`src/hw/monopixPkg.sv`:
```
package monopixPkg;

    // Readout geometry
    localparam int NumFlavors = 4;  // PMOS, PMOS DPW, comparator, HV
    localparam int NumCols = 4;
    localparam int ColBits = 2;
    localparam int RowBits = 8;
    localparam int BcidBits = 6;
    localparam int WordBits = 16;
    localparam int ConfBits = 8;

    // Fixed word sent instead of hit data
    localparam logic [WordBits-1:0] TestPattern = 16'hA5C3;

    // Hit coming from the pixel matrix, valid is a one-cycle strobe
    typedef struct packed {
        logic valid;
        logic [$clog2(NumFlavors)-1:0] flavor;
        logic [ColBits-1:0] column;
        logic [RowBits-1:0] row;
    } hitEvent;

    // Serial output word, column in the MSBs
    typedef struct packed {
        logic [ColBits-1:0] column;
        logic [RowBits-1:0] row;
        logic [BcidBits-1:0] bcid;  // Gray coded
    } hitWord;

    // Global configuration, bit i of each field is flavor i
    typedef struct packed {
        logic [NumFlavors-1:0] enTestPattern;
        logic [NumFlavors-1:0] enFlavor;
    } monopixConf;

    // Serial configuration port
    typedef struct packed {
        logic shift;    // Shift strobe
        logic load;     // Copy chain into active conf
        logic defConf;  // Reload defaults
        logic dataIn;
    } confSerial;

    localparam monopixConf DefaultConf = '{
        enTestPattern: '0,
        enFlavor: '1
    };

endpackage
```
`src/hw/monopixTop.sv`:
```
`timescale 1ns/1ps

module monopixTop (
    input  logic                              ClkBx,
    input  logic                              reset,
    input  logic                              ResetBcid,
    input  monopixPkg::confSerial             confIn,
    output logic                              ConfOut,
    input  monopixPkg::hitEvent               hitIn,
    input  logic [monopixPkg::NumFlavors-1:0] Read,
    input  logic [monopixPkg::NumFlavors-1:0] Freeze,
    output logic [monopixPkg::NumFlavors-1:0] Token,
    output logic [monopixPkg::NumFlavors-1:0] DataOut
);

    monopixPkg::monopixConf          conf;
    logic [monopixPkg::BcidBits-1:0] bcidGray;

    // Global configuration chain
    confRegister confReg (
        .ClkBx(ClkBx),
        .reset(reset),
        .confIn(confIn),
        .ConfOut(ConfOut),
        .conf(conf)
    );

    // Shared timestamp for all flavors
    bcidCounter bcid (
        .ClkBx(ClkBx),
        .reset(reset),
        .ResetBcid(ResetBcid),
        .bcidGray(bcidGray)
    );

    // One readout per pixel flavor
    for (genvar f = 0; f < monopixPkg::NumFlavors; f++) begin : genFlavor
        flavorReadout #(
            .FlavorIndex(f)
        ) readout (
            .ClkBx(ClkBx),
            .reset(reset),
            .hitIn(hitIn),
            .bcidGray(bcidGray),
            .enFlavor(conf.enFlavor[f]),
            .enTestPattern(conf.enTestPattern[f]),
            .Read(Read[f]),
            .Freeze(Freeze[f]),
            .Token(Token[f]),
            .DataOut(DataOut[f])
        );
    end

endmodule

```
`src/hw/flavorReadout.sv`:
```
`timescale 1ns/1ps

module flavorReadout #(
    parameter int FlavorIndex = 0
) (
    input  logic                            ClkBx,
    input  logic                            reset,
    input  monopixPkg::hitEvent             hitIn,
    input  logic [monopixPkg::BcidBits-1:0] bcidGray,
    input  logic                            enFlavor,
    input  logic                            enTestPattern,
    input  logic                            Read,
    input  logic                            Freeze,
    output logic                            Token,
    output logic                            DataOut
);

    logic                            serBusy;
    logic                            readAccept;
    logic                            take;
    logic [monopixPkg::WordBits-1:0] loadWord;
    monopixPkg::hitWord              selWord;

    // Read while busy or with nothing to send is dropped
    assign readAccept = Read && !serBusy && (enTestPattern || Token);

    // Test pattern leaves the stored hits alone
    assign take = readAccept && !enTestPattern;

    assign loadWord = enTestPattern ? monopixPkg::TestPattern : selWord;

    columnStore #(
        .FlavorIndex(FlavorIndex)
    ) store (
        .ClkBx(ClkBx),
        .reset(reset),
        .hitIn(hitIn),
        .bcidGray(bcidGray),
        .enable(enFlavor),
        .Freeze(Freeze),
        .take(take),
        .Token(Token),
        .selWord(selWord)
    );

    wordSerializer ser (
        .ClkBx(ClkBx),
        .reset(reset),
        .load(readAccept),
        .word(loadWord),
        .busy(serBusy),
        .DataOut(DataOut)
    );

endmodule

```
`src/hw/wordSerializer.sv`:
```
`timescale 1ns/1ps

module wordSerializer (
    input  logic                            ClkBx,
    input  logic                            reset,
    input  logic                            load,
    input  logic [monopixPkg::WordBits-1:0] word,
    output logic                            busy,
    output logic                            DataOut
);

    localparam int CntBits = $clog2(monopixPkg::WordBits);

    logic [monopixPkg::WordBits-1:0] shiftWord;
    logic [CntBits-1:0]              bitCnt;  // Bits left after the current one

    // Control state
    always_ff @(posedge ClkBx) begin
        if (reset) begin
            busy <= 1'b0;
            bitCnt <= '0;
        end else if (load && !busy) begin
            busy <= 1'b1;
            bitCnt <= CntBits'(monopixPkg::WordBits - 1);
        end else if (busy) begin
            if (bitCnt == '0) begin
                busy <= 1'b0;  // Last bit was on the line this cycle
            end else begin
                bitCnt <= bitCnt - 1'b1;
            end
        end
    end

    // Data path
    always_ff @(posedge ClkBx) begin
        if (load && !busy) begin
            shiftWord <= word;
        end else if (busy) begin
            shiftWord <= {shiftWord[monopixPkg::WordBits-2:0], 1'b0};
        end
    end

    // MSB first, quiet line when idle
    assign DataOut = busy && shiftWord[monopixPkg::WordBits-1];

endmodule

```
`src/hw/columnStore.sv`:
```
`timescale 1ns/1ps

module columnStore #(
    parameter int FlavorIndex = 0
) (
    input  logic                            ClkBx,
    input  logic                            reset,
    input  monopixPkg::hitEvent             hitIn,
    input  logic [monopixPkg::BcidBits-1:0] bcidGray,
    input  logic                            enable,
    input  logic                            Freeze,
    input  logic                            take,
    output logic                            Token,
    output monopixPkg::hitWord              selWord
);

    localparam int FlavorBits = $clog2(monopixPkg::NumFlavors);

    logic [monopixPkg::NumCols-1:0] occupied;
    logic [monopixPkg::NumCols-1:0] setMask;
    logic [monopixPkg::NumCols-1:0] clearMask;
    logic [monopixPkg::ColBits-1:0] selCol;
    logic                           forUs;
    logic                           colBusy;
    logic                           hitAccept;

    // Hit registers, payload only
    monopixPkg::hitWord hitReg [monopixPkg::NumCols];

    // Priority encoder, lowest occupied column wins
    always_comb begin
        selCol = '0;
        for (int i = monopixPkg::NumCols - 1; i >= 0; i--) begin
            if (occupied[i]) begin
                selCol = i[monopixPkg::ColBits-1:0];
            end
        end
    end

    assign selWord = hitReg[selCol];

    assign forUs = hitIn.valid && (hitIn.flavor == FlavorBits'(FlavorIndex));

    // Target column full or emptied this very cycle
    assign colBusy = occupied[hitIn.column] || (take && (selCol == hitIn.column));

    assign hitAccept = forUs && enable && !Freeze && !colBusy;

    always_comb begin
        setMask = '0;
        clearMask = '0;
        if (hitAccept) begin
            setMask[hitIn.column] = 1'b1;
        end
        if (take) begin
            clearMask[selCol] = 1'b1;
        end
    end

    always_ff @(posedge ClkBx) begin
        if (reset) begin
            occupied <= '0;
        end else begin
            occupied <= (occupied & ~clearMask) | setMask;
        end
    end

    // Stamp with the BCID of the hit cycle
    always_ff @(posedge ClkBx) begin
        if (hitAccept) begin
            hitReg[hitIn.column] <= '{
                column: hitIn.column,
                row: hitIn.row,
                bcid: bcidGray
            };
        end
    end

    // Hits survive a disable, token just hidden
    assign Token = enable && (|occupied);

endmodule

```
`src/hw/bcidCounter.sv`:
```
`timescale 1ns/1ps

module bcidCounter (
    input  logic                          ClkBx,
    input  logic                          reset,
    input  logic                          ResetBcid,
    output logic [monopixPkg::BcidBits-1:0] bcidGray
);

    logic [monopixPkg::BcidBits-1:0] bcidBin;

    // Free running, wraps naturally at 64
    always_ff @(posedge ClkBx) begin
        if (reset || ResetBcid) begin
            bcidBin <= '0;
        end else begin
            bcidBin <= bcidBin + 1'b1;
        end
    end

    // Only one bit flips per crossing
    assign bcidGray = bcidBin ^ (bcidBin >> 1);

endmodule

```
`src/hw/confRegister.sv`:
```
`timescale 1ns/1ps

module confRegister (
    input  logic                   ClkBx,
    input  logic                   reset,
    input  monopixPkg::confSerial  confIn,
    output logic                   ConfOut,
    output monopixPkg::monopixConf conf
);

    logic [monopixPkg::ConfBits-1:0] shiftChain;

    // Serial chain, new bit enters at the LSB
    always_ff @(posedge ClkBx) begin
        if (reset) begin
            shiftChain <= '0;
        end else if (confIn.shift) begin
            shiftChain <= {shiftChain[monopixPkg::ConfBits-2:0], confIn.dataIn};
        end
    end

    // Readback from the far end of the chain
    assign ConfOut = shiftChain[monopixPkg::ConfBits-1];

    // Active copy
    // load samples the chain as it was before this edge
    always_ff @(posedge ClkBx) begin
        if (reset) begin
            conf <= monopixPkg::DefaultConf;
        end else if (confIn.defConf) begin
            conf <= monopixPkg::DefaultConf;  // Defaults win over load
        end else if (confIn.load) begin
            conf <= monopixPkg::monopixConf'(shiftChain);
        end
    end

endmodule

```
`config.mk`:
```
export PLATFORM = sky130hd
export DESIGN_NAME = monopixTop
export DESIGN_NICKNAME = d
export VERILOG_FILES = /design/src/hw/monopixPkg.sv /design/src/hw/monopixTop.sv /design/src/hw/flavorReadout.sv /design/src/hw/wordSerializer.sv /design/src/hw/columnStore.sv /design/src/hw/bcidCounter.sv /design/src/hw/confRegister.sv
export SDC_FILE = /design/constraint.sdc
export NUM_CORES = 1
export LEC_CHECK = 0
export BUFFER_PORTS_ARGS = -buffer_cell sky130_fd_sc_hd__buf_2
export CAP_MARGIN = 10
export CORE_MARGIN = 3
export CORE_UTILIZATION = 55
export CTS_BUF_LIST = sky130_fd_sc_hd__clkbuf_2 sky130_fd_sc_hd__clkbuf_4 sky130_fd_sc_hd__clkbuf_8
export CTS_CLUSTER_DIAMETER = 60
export DETAILED_ROUTE_END_ITERATION = 6
export HOLD_SLACK_MARGIN = 0.02
export PLACE_DENSITY = 0.79
export SKIP_CTS_REPAIR_TIMING = 1
export SYNTH_ARGS = -nofsm -noshare
export SYNTH_HDL_FRONTEND = slang
export SYNTH_SLANG_ARGS = --single-unit
```
`constraint.sdc`:
```
create_clock -name ClkBx -period 6.4 [get_ports ClkBx]
set_input_delay 0.96 -clock ClkBx [delete_from_list [all_inputs] [get_ports ClkBx]]
set_output_delay 0.96 -clock ClkBx [all_outputs]
set_load 0.005 [all_outputs]
```
==> Word-level counts from Yosys, hierarchy flattened <==
Memories as Yosys holds them, arrays and structs flattened.
Index checks and enable logic that the tools add are counted.
{ "totals": {"register_bits": 122, "mem_bits_rw": 256, "inputBits": 28, "output_inout_bits": 9, "wordCells": 241, "mem_count": 4} }
{ "memory_table": {"columns": ["memory", "words", "word_bits", "read_ports", "rd_ports_with_merged_regs", "write_ports", "line", "rtl"], "rows": [
  ["genFlavor[0].readout.store.hitReg", 4, 16, 1, 0, 1, "columnStore.sv:28", "monopixPkg::hitWord hitReg [monopixPkg::NumCols];"],
  ["genFlavor[1].readout.store.hitReg", 4, 16, 1, 0, 1, "columnStore.sv:28", null],
  ["genFlavor[2].readout.store.hitReg", 4, 16, 1, 0, 1, "columnStore.sv:28", null],
  ["genFlavor[3].readout.store.hitReg", 4, 16, 1, 0, 1, "columnStore.sv:28", null]
]} }
{ "classes": {"n_addsub": 5, "magnitude_cmp": 10, "eq_ne": 11, "mux": 86, "n_bitwise": 13, "reduce_logical": 92} }
{ "op_table": {"columns": ["op", "count"], "rows": [
  ["$mux W16", 12],
  ["$mux W4", 20],
  ["$logic_and A1 B1 Y1", 49],
  ["$mux W2", 16],
  ["$mux W1", 29],
  ["$and A4 B4 Y4", 4],
  ["$logic_not A1 Y1", 16],
  ["$logic_not A4 Y1", 4],
  ["$not A4 Y4", 4],
  ["$or A4 B4 Y4", 4],
  ["$reduce_or A4 Y1", 4],
  ["$sub A4 B1 Y4 const B", 4],
  ["$lt A2 B3 Y1 const B", 5],
  ["$demux W1 S2", 5],
  ["$ge A2 B1 Y1 const B", 5],
  ["$logic_or A1 B1 Y1", 9],
  ["$bmux W1 S2", 4],
  ["$eq A2 B2 Y1", 4],
  ["$ne A2 B1 Y1 const B", 4],
  ["$reduce_and A2 Y1", 4],
  ["$reduce_bool A2 Y1", 4],
  ["$add A6 B1 Y6 const B", 1],
  ["$xor A6 B5 Y6", 1],
  ["$eq A2 B2 Y1 const B", 2],
  ["other kinds (3)", 3]
]} }

==> Depth between registers and ports, before layout <==
Gate-level depths: netlist of the first run.
{ "logic_depth": {"word_depth": 12, "ltp_mapped": 7, "depth_no_buf": 6} }

==> Cells and area by module <==
From an unflattened synthesis of the first run, not the netlist that was laid out.
{ "unflattened": {"cells_unflattened": 1062, "area_unflattened_um2": 16454.5} }
{ "by_module_without_submodules": {"columns": ["mod", "n_inst", "cells_per_inst", "area_each_um2", "seq_area_each_um2"], "rows": [
  ["columnStore (genFlavor[1].readout.store ...)", 2, 169, 2839.0, 2001.9],
  ["wordSerializer", 4, 65, 993.5, 580.6],
  ["columnStore (genFlavor[3].readout.store)", 1, 152, 2648.8, 2001.9],
  ["columnStore (genFlavor[0].readout.store)", 1, 152, 2641.3, 2001.9],
  ["flavorReadout", 4, 20, 160.2, 0.0],
  ["confRegister", 1, 52, 573.0, 320.3],
  ["bcidCounter", 1, 28, 299.0, 120.1]
]} }

==> Worst setup path before layout of the first run <==
OpenSTA, ideal clock, no wires.
{ "synth_timing": {"path_kind": "input-to-reg", "start": "input hitIn[12] (netlist bit)", "end": "memory genFlavor[2].readout.store.hitReg[3][0] (netlist bit), enable pin", "setup_ns": 0.409, "arrival_time_ns": 2.468, "required_ns": 5.991, "setup_slack_ns": 3.522, "cell_stages": 3, "n_path_buf": 0, "path_cell_list": "nor2b_1 nand4b_1 nor3_1"} }
{ "synth_via": {"elab_chain_cells": 6} }
{ "synth_lines": {"columns": ["item", "line", "rtl"], "rows": [
  ["from (decl)", "monopixTop.sv:9", "input monopixPkg::hitEvent hitIn,"],
  ["$logic_and A1 B1 Y1", "columnStore.sv:42", "assign forUs = hitIn.valid && (hitIn.flavor == FlavorBits'(FlavorIndex));"],
  ["$logic_and A1 B1 Y1 (3 in series)", "columnStore.sv:47", "assign hitAccept = forUs && enable && !Freeze && !colBusy;"],
  ["$mux W1", "columnStore.sv:70", "if (hitAccept) begin"],
  ["$mux W1 (implied by the code)", "columnStore.sv:71", "hitReg[hitIn.column] <= '{"],
  ["to (decl)", "columnStore.sv:28", null]
]} }
Every way passes these cells.

==> Final worst setup path of the first run <==
{ "layout_timing": {"start": "register genFlavor[0].readout.store.occupied[0] (netlist bit)", "end": "output Token[0] (netlist bit)"} }
{ "layout_via": {"elab_chain_cells": 2} }
{ "layout_lines": {"columns": ["item", "line", "rtl"], "rows": [
  ["from (decl)", "columnStore.sv:19", "logic [monopixPkg::NumCols-1:0] occupied;"],
  ["from (signal assigned)", "columnStore.sv:64", "occupied <= (occupied & ~clearMask) | setMask;"],
  ["$reduce_or A4 Y1", "columnStore.sv:80", "assign Token = enable && (|occupied);"],
  ["$logic_and A1 B1 Y1", "columnStore.sv:80", null],
  ["to (decl)", "monopixTop.sv:12", "output logic [monopixPkg::NumFlavors-1:0] Token,"]
]} }
Every way passes these cells.

==> impl_metrics.yaml, run 1 <==
cells_and_area:
  final_cell_mix: "edfxtp_1 (320), clkbuf_8 (63), dfxtp_1 (58), nand2_1 (54), a21oi_1 (53)"
  area_growth_pct: 10.2
  nFillCells: 1797
  drive_above_1_share_pct: 17.2
  final_nets: 995
  final_common_cell: "edfxtp_1"
  fin_cells: 1336
cts:
  clockBufferDepth: 3
  clk_latency_ns: 0.58
  cts_sinks: 378
  cts_buffers: 56
  cts_tree: "built"
  root_buffer: "clkbuf_8"
  cts_max_level: 2
  clkSlewWorstSetupHoldPaths_ns: 0.06
floorplanning:
  io_pins: 37
  fp.coreArea_sq_um: 25600
  fp-row-count: 58
  dieWidth_microns: 169
  die-area_sq_um: 28500
  initial_core_util_pct: 56.9
  die_h_microns: 169
detailed_routing:
  first_iter_violations: 920
  drc: 5
  via_per_inst: 6.26
  wl_per_cell_microns: 23.0
  routed_wl_microns: 30800
  drtAntennaViolNets: 0
  via_count: 8366
  drt-pass1-iter-count: 7
global_routing:
  antenna_found_initial: 2
  grt_pass1_vias: 8145
  grt_max_degree: 51
  grt_overflow_total: 0
  grt_pass1_wl_microns: 47000
  grt_usage_pct: 21.3
placed_design:
  place_congestion: 0.825
  dp_hpwl_microns: 18300
  dp.cells: 1227
  io_buffer_count: 36
sta:
  setup-tns-final_ns: 0
  skew_ns: 0.0145
  maxSlewViolCount: 0
  max_freq_mhz: 370
  rsz0062_at_grt: "no"
  worst_slew_pin_slew_ns: 1.15
  min_period_over_period_pct: 42.2
  relSlewSlack_pct: 22.9
  setup_violations: 0
  hold_ws_ns: 0.472
  min_period_ns: 2.70
  hold_viol_final: 0
setup_path:
  critPathKind: "flop to output port"
  cp.arrival_ns: 1.74
  critPathMaxStageDelay_ns: 0.59
  worstSetupStartpointType: "flop"
  reg2reg_depth: 3
  cp_max_fo: 9
  rr_endpoint: "genFlavor[0].readout.ser.shiftWord[3]$_DFFE_PP_"
  cp_cell_sequence: "o41a_4 -> buf_2"
  cp_slowest_cell: "o41a_4"
  worst_setup_path_end_kind: "output port"
  rrSetupSlack_ns: 3.99
  worstPathRequired_ns: 5.44
  rr_startpoint: "genFlavor[0].readout.store.occupied[0]$_SDFF_PP0_"
status:
  status: "complete, but fails checks"
  violations: "design-rule violations"
hold_path:
  hold_start: "bcid.bcidBin[0]$_SDFF_PP0_"
  hold_class: "flop to flop"
  hold_end: "bcid.bcidBin[0]$_SDFF_PP0_"
  hold_depth: 1
synthesis:
  avgSynthCellArea_sq_um: 15.9
  ys_seq_area_share_pct: 73.9
  syn-cell-area_sq_um: 14600
  synthArstFlopShare_pct: 0
  synth_edf_count: 320
  synth-main-ff-cell: "edfxtp_1"
  netlist_instances: 914
  synth_nets: 950
  ys_ff_latch: 378
  synth.distinct_cells: 46
  ys_warn_count: 0
flow_run:
  drv_cap: 0
power:
  ir_worst_vdd_v: 0.000217
  p_per_area_nw_per_um2: 305
  p_leak_nw: 5.63
final cells by class:
type                            instances  area, sq um  area share [%]
Sequential cell                       378        10800            67.0
Multi-Input combinational cell        455         3330            20.7
Clock buffer                           84         1020            6.38
Tap cell                              330          413            2.57
Timing Repair Buffer                   43          248            1.54
Clock inverter                         20          186            1.16
Inverter                               25         93.8           0.584
Antenna cell                            1         2.50          0.0156
critical path, delay by kind of cell (launching register included):
| kind | cells | cell delay [ns] |
|---|---|---|
| buffers and inverters | 1 | 0.15 |
| AOI/OAI and AO/OA | 1 | 0.59 |
| DFF | 1 | 0.42 |
Yosys cell counts, types with 8 or more instances:
cell type	instances	share of area, %
buf_2	11	0.38
clkbuf_1	12	0.31
ha_1	8	0.69
xor2_1	8	0.48
o21ai_0	26	0.89
mux2i_1	16	1.1
dfxtp_1	58	8.0
buf_4	13	0.67
a222oi_1	28	1.9
or3_1	8	0.34
o31ai_1	8	0.41
o21ai_1	10	0.34
edfxtp_1	320	66
nor3_1	16	0.55
nand2_1	54	1.4
a221oi_1	36	2.2
nor2_1	29	0.75
a2bb2oi_1	28	1.7
a21oi_1	53	1.8
a22o_1	32	1.9
buf_6	17	1.3
inv_1	25	0.64
nand2b_1	10	0.43
cell families (layout without fill, tap and decap cells):
family | count (synthesis) | in the layout | synth area share, %
simple gates | 162 | 162 | 6.18
xor+xnor | 13 | 13 | 0.781
compound gates | 252 | 252 | 13.6
mux | 20 | 20 | 1.41
flops | 378 | 378 | 73.9
buf+inv | 81 | 172 | 3.42
other cells | 0 | 1 | 0
fa+ha+maj | 8 | 8 | 0.687
sequential cells by signal, summed over array words and instances, names as in the netlist:
register,count
confReg.conf,8
genFlavor.readout.ser.shiftWord,64
genFlavor.readout.store.occupied,16
genFlavor.readout.ser.bitCnt,16
genFlavor.readout.store.hitReg,256
genFlavor.readout.ser.busy,4
bcid.bcidBin,6
confReg.shiftChain,8
stage by stage:
step                      area (sq um)  setup WS [ns]  total power [W]  utilization (%)
after floorplan                  14600           3.52          0.00283                -
final                            16100           3.70          0.00490             62.7
after detailed placement         14800           3.17          0.00288             57.8
after global placement           14800           3.30          0.00288             57.8
after global routing             16100           3.64          0.00505             62.7
after CTS                        16000           3.67          0.00493             62.5
worst max path at each step:
stage | startpoint | slack, ns | cells after the start | end
global placement | hitIn[9] | 3.30 | 3 | genFlavor[3].readout.store.hitReg[3][7]$_DFFE_PP_
global route | genFlavor[0].readout.store.occupied[0]$_SDFF_PP0_ | 3.64 | 2 | Token[0]
CTS | genFlavor[0].readout.store.occupied[0]$_SDFF_PP0_ | 3.67 | 2 | Token[0]
detailed placement | hitIn[9] | 3.17 | 3 | genFlavor[3].readout.store.hitReg[3][6]$_DFFE_PP_
finish | genFlavor[0].readout.store.occupied[0]$_SDFF_PP0_ | 3.70 | 2 | Token[0]
floorplan | hitIn[12] | 3.52 | 3 | genFlavor[2].readout.store.hitReg[3][0]$_DFFE_PP_
layer usage:
layer  track usage (%)  up-vias  wire [microns]
met5                 0        -              10
met4              5.23        2             476
met3              4.46       50            2710
met2              33.3      391           14700
met1              31.2     4178           12900
li1                  -     3745               -
power by group:
part / total, W / switching [W] / internal [W]
registers: 0.00270 / 0.0000127 / 0.00269
clock network: 0.00207 / 0.000886 / 0.00118
logic: 0.000134 / 0.0000943 / 0.0000396
Power figures use the tool's default switching activity.
==> run 2: changes to the inputs <==
--- a/config.mk
+++ b/config.mk
@@ -5,6 +5,7 @@
 export SDC_FILE = /design/constraint.sdc
 export NUM_CORES = 1
 export LEC_CHECK = 0
+export ABC_AREA = 1
 export BUFFER_PORTS_ARGS = -buffer_cell sky130_fd_sc_hd__buf_2
 export CAP_MARGIN = 10
 export CORE_MARGIN = 3
@@ -13,7 +14,7 @@
 export CTS_CLUSTER_DIAMETER = 60
 export DETAILED_ROUTE_END_ITERATION = 6
 export HOLD_SLACK_MARGIN = 0.02
-export PLACE_DENSITY = 0.79
+export PLACE_DENSITY = 0.81
 export SKIP_CTS_REPAIR_TIMING = 1
 export SYNTH_ARGS = -nofsm -noshare
 export SYNTH_HDL_FRONTEND = slang
==> constraint.sdc (replaced) <==
create_clock -name ClkBx -period 2.3 [get_ports ClkBx]
set_input_delay 0.345 -clock ClkBx [delete_from_list [all_inputs] [get_ports ClkBx]]
set_output_delay 0.345 -clock ClkBx [all_outputs]
set_load 0.005 [all_outputs]
==> run 2 against run 1 <==
Against the previous run:
- the run now ends clean
- register-to-register slack got worse by 3.7 ns
- sequential power increased to 2.8 times the previous value
- critical path depth increased by 5
- hold slack got worse by 0.43 ns
==> impl_metrics.yaml, run 2 <==
cts:
  clockBufferDepth: 3
  root_buffer: "clkbuf_8"
  cts_sinks: 378
  clk_latency_ns: 0.62
  clkSlewWorstSetupHoldPaths_ns: 0.06
  cts_tree: "built"
  cts_max_level: 2
  cts_buffers: 59
synthesis:
  netlist_instances: 1445
  ys_warn_count: 0
  synth_edf_count: 320
  ys_ff_latch: 378
  synthTopCellsByArea: "edfxtp_1 (60%), nand3_1 (7.9%), dfxtp_1 (7.3%)"
  syn-cell-area_sq_um: 15900
  yosysTopAreaCellShare_pct: 60.5
  synth-main-ff-cell: "edfxtp_1"
  avgSynthCellArea_sq_um: 11.0
  synth_nets: 1481
  yosysTopAreaCell: "edfxtp_1"
  ys_seq_area_share_pct: 67.8
  yosysMostFrequentCell: "edfxtp_1"
  synthArstFlopShare_pct: 0
  synth.distinct_cells: 30
  synth_common_cells: "edfxtp_1 (320), nand2_1 (288), nand3_1 (250)"
global_routing:
  grt_pass1_vias: 10500
  grt_pass1_wl_microns: 55900
  grt_overflow_total: 0
  antenna_found_initial: 2
  grt_usage_pct: 23.0
  grt_max_degree: 36
flow_run:
  drv_cap: 0
cells_and_area:
  largestRegisters: "genFlavor.readout.store.hitReg (256), genFlavor.readout.ser.shiftWord (64)"
  nFillCells: 2114
  largest_register_ffs: 256
  top_register: "genFlavor.readout.store.hitReg"
  antenna_cells: 0
  final_common_cell: "edfxtp_1"
  final_cell_mix: "edfxtp_1 (320), nand2_1 (288), nand3_1 (250), nor2_1 (144), inv_1 (118)"
  drive_above_1_share_pct: 13.8
  area_growth_pct: 11.1
  final_nets: 1553
sta:
  min_period_ns: 2.04
  hold_viol_final: 0
  setup-tns-final_ns: 0
  relSlewSlack_pct: 40.8
  min_period_over_period_pct: 88.7
  setup_violations: 0
  max_freq_mhz: 490
  rsz0062_at_grt: "no"
  skew_ns: 0.0437
  maxSlewViolCount: 0
  fin_ws_ns: 0.260
  worst_slew_pin_slew_ns: 0.885
detailed_routing:
  drtAntennaViolNets: 0
  via_count: 10900
  first_iter_violations: 1638
  routed_wl_microns: 35800
  drc: 0
  drt-pass1-iter-count: 5
  wl_per_cell_microns: 18.4
  via_per_inst: 5.61
setup_path:
  rrSetupSlack_ns: 0.26
  cp_max_fo: 16
  rr_endpoint: "genFlavor[0].readout.ser.shiftWord[3]$_DFFE_PP_"
  worst_setup_path_end_kind: "flop"
  worstSetupStartpointType: "flop"
  reg2reg_depth: 7
  rr_startpoint: "genFlavor[0].readout.store.occupied[2]$_SDFF_PP0_"
  critPathKind: "flop to flop"
  worstPathRequired_ns: 2.51
  cp.arrival_ns: 2.25
floorplanning:
  initial_core_util_pct: 56.4
  io_pins: 37
  die-area_sq_um: 31000
  fp.coreArea_sq_um: 28200
  fp-row-count: 61
  dieWidth_microns: 176
  die_h_microns: 176
power:
  p_leak_nw: 7.11
  ir_worst_vdd_v: 0.000739
  p_per_area_nw_per_um2: 792
placed_design:
  dp_slack_ns: 0.132
  io_buffer_count: 36
  dp_hpwl_microns: 23200
  place_congestion: 0.890
hold_path:
  hold_start: "confIn[2]"
  hold_depth: 3
  hold_end: "confReg.conf[1]$_SDFFE_PP1P_"
  hold_class: "input pin to flop"
status:
  status: "complete, no violations"
[run 2: cell types whose count changed in the layout (fill, tap and decap cells not counted), sizes merged, moves of 24 or more]
cell,before,now
inv,25,130
a21oi,56,32
nor2,29,156
nand3,2,251
nand2,59,301
buf,43,68
a22o,32,0
nand4,2,36
nand3b,0,32
a222oi,28,0
a2bb2oi,28,0
a221oi,36,0
[run 2: cells by family after synthesis]
| family | synth area share (%) |
|---|---|
| and+or+nand+nor | 23.0 |
| adders and majority gates | 0.630 |
| AOI/OAI and AO/OA | 2.85 |
| buffers and inverters | 5.31 |
| xor gates and xnor gates | 0.441 |
| DFF | 67.8 |
[run 2: power by group]
part	switching [W]	total, W	leakage (nW)	internal, W
Sequential	0.0000523	0.00760	3.39	0.00755
Clock	0.00259	0.00574	0.664	0.00315
Combinational	0.000459	0.000644	3.06	0.000185
[run 2: layer usage]
layer  routed length, microns  share of wire [%]  track usage [%]  vias to the layer above
met2                    16300                 46             35.4                      580
met5                       21              0.059                0                        -
met3                     3800                 11             5.29                       66
met4                      746                2.1             5.87                        4
li1                         -                  -                -                     5141
met1                    14900                 42             33.5                     5123
[run 2: final cells by class]
type	instances	area, sq um	share of cell area [%]
Clock buffer	89	1090	6.16
Tap cell	378	473	2.68
Timing Repair Buffer	69	430	2.44
Multi-Input combinational cell	881	4280	24.2
Clock inverter	21	139	0.786
Inverter	128	480	2.72
Sequential cell	378	10800	61.0
[run 2: worst max path at each step]
stage          slack [ns]                                               from  cells past startpoint                                                  end
3_5_place_dp         0.13                                           hitIn[8]                      8    genFlavor[1].readout.store.hitReg[1][5]$_DFFE_PP_
5_1_grt              0.08  genFlavor[0].readout.store.occupied[2]$_SDFF_PP0_                      7      genFlavor[0].readout.ser.shiftWord[1]$_DFFE_PP_
6_report             0.26  genFlavor[0].readout.store.occupied[2]$_SDFF_PP0_                      7      genFlavor[0].readout.ser.shiftWord[3]$_DFFE_PP_
2_1_floorplan        0.61  genFlavor[3].readout.store.occupied[0]$_SDFF_PP0_                      7  genFlavor[3].readout.ser.shiftWord[0]$_SDFFCE_PN0P_
3_3_place_gp         0.23                                           hitIn[8]                      8    genFlavor[3].readout.store.hitReg[0][9]$_DFFE_PP_
4_1_cts              0.26  genFlavor[0].readout.store.occupied[2]$_SDFF_PP0_                      7     genFlavor[0].readout.ser.shiftWord[15]$_DFFE_PP_
[run 2: critical path, stage by stage (launching register included)]
cell	delay, ns
dfxtp_1	0.51
nor2_1	0.11
nand2_1	0.12
nand2_1	0.08
nand2_1	0.08
nand2_2	0.06
inv_2	0.13
or2_1	0.54
[run 2: stage by stage]
| stage | total power (W) | instances | instance area, sq um | hold WS (ns) | utilization (%) |
|---|---|---|---|---|---|
| 6_report | 0.0140 | 1944 | 17700 | 0.0464 | 62.7 |
| 5_1_grt | 0.0144 | 1944 | 17700 | 0.0421 | 62.7 |
| 4_1_cts | 0.0140 | 1943 | 17600 | 0.00614 | 62.7 |
| 3_5_place_dp | 0.00838 | 1833 | 16400 | 0.487 | 58.3 |
| 3_3_place_gp | 0.00834 | 1833 | 16400 | 0.447 | 58.3 |
| 2_1_floorplan | 0.00812 | 1445 | 15900 | 0.430 | - |
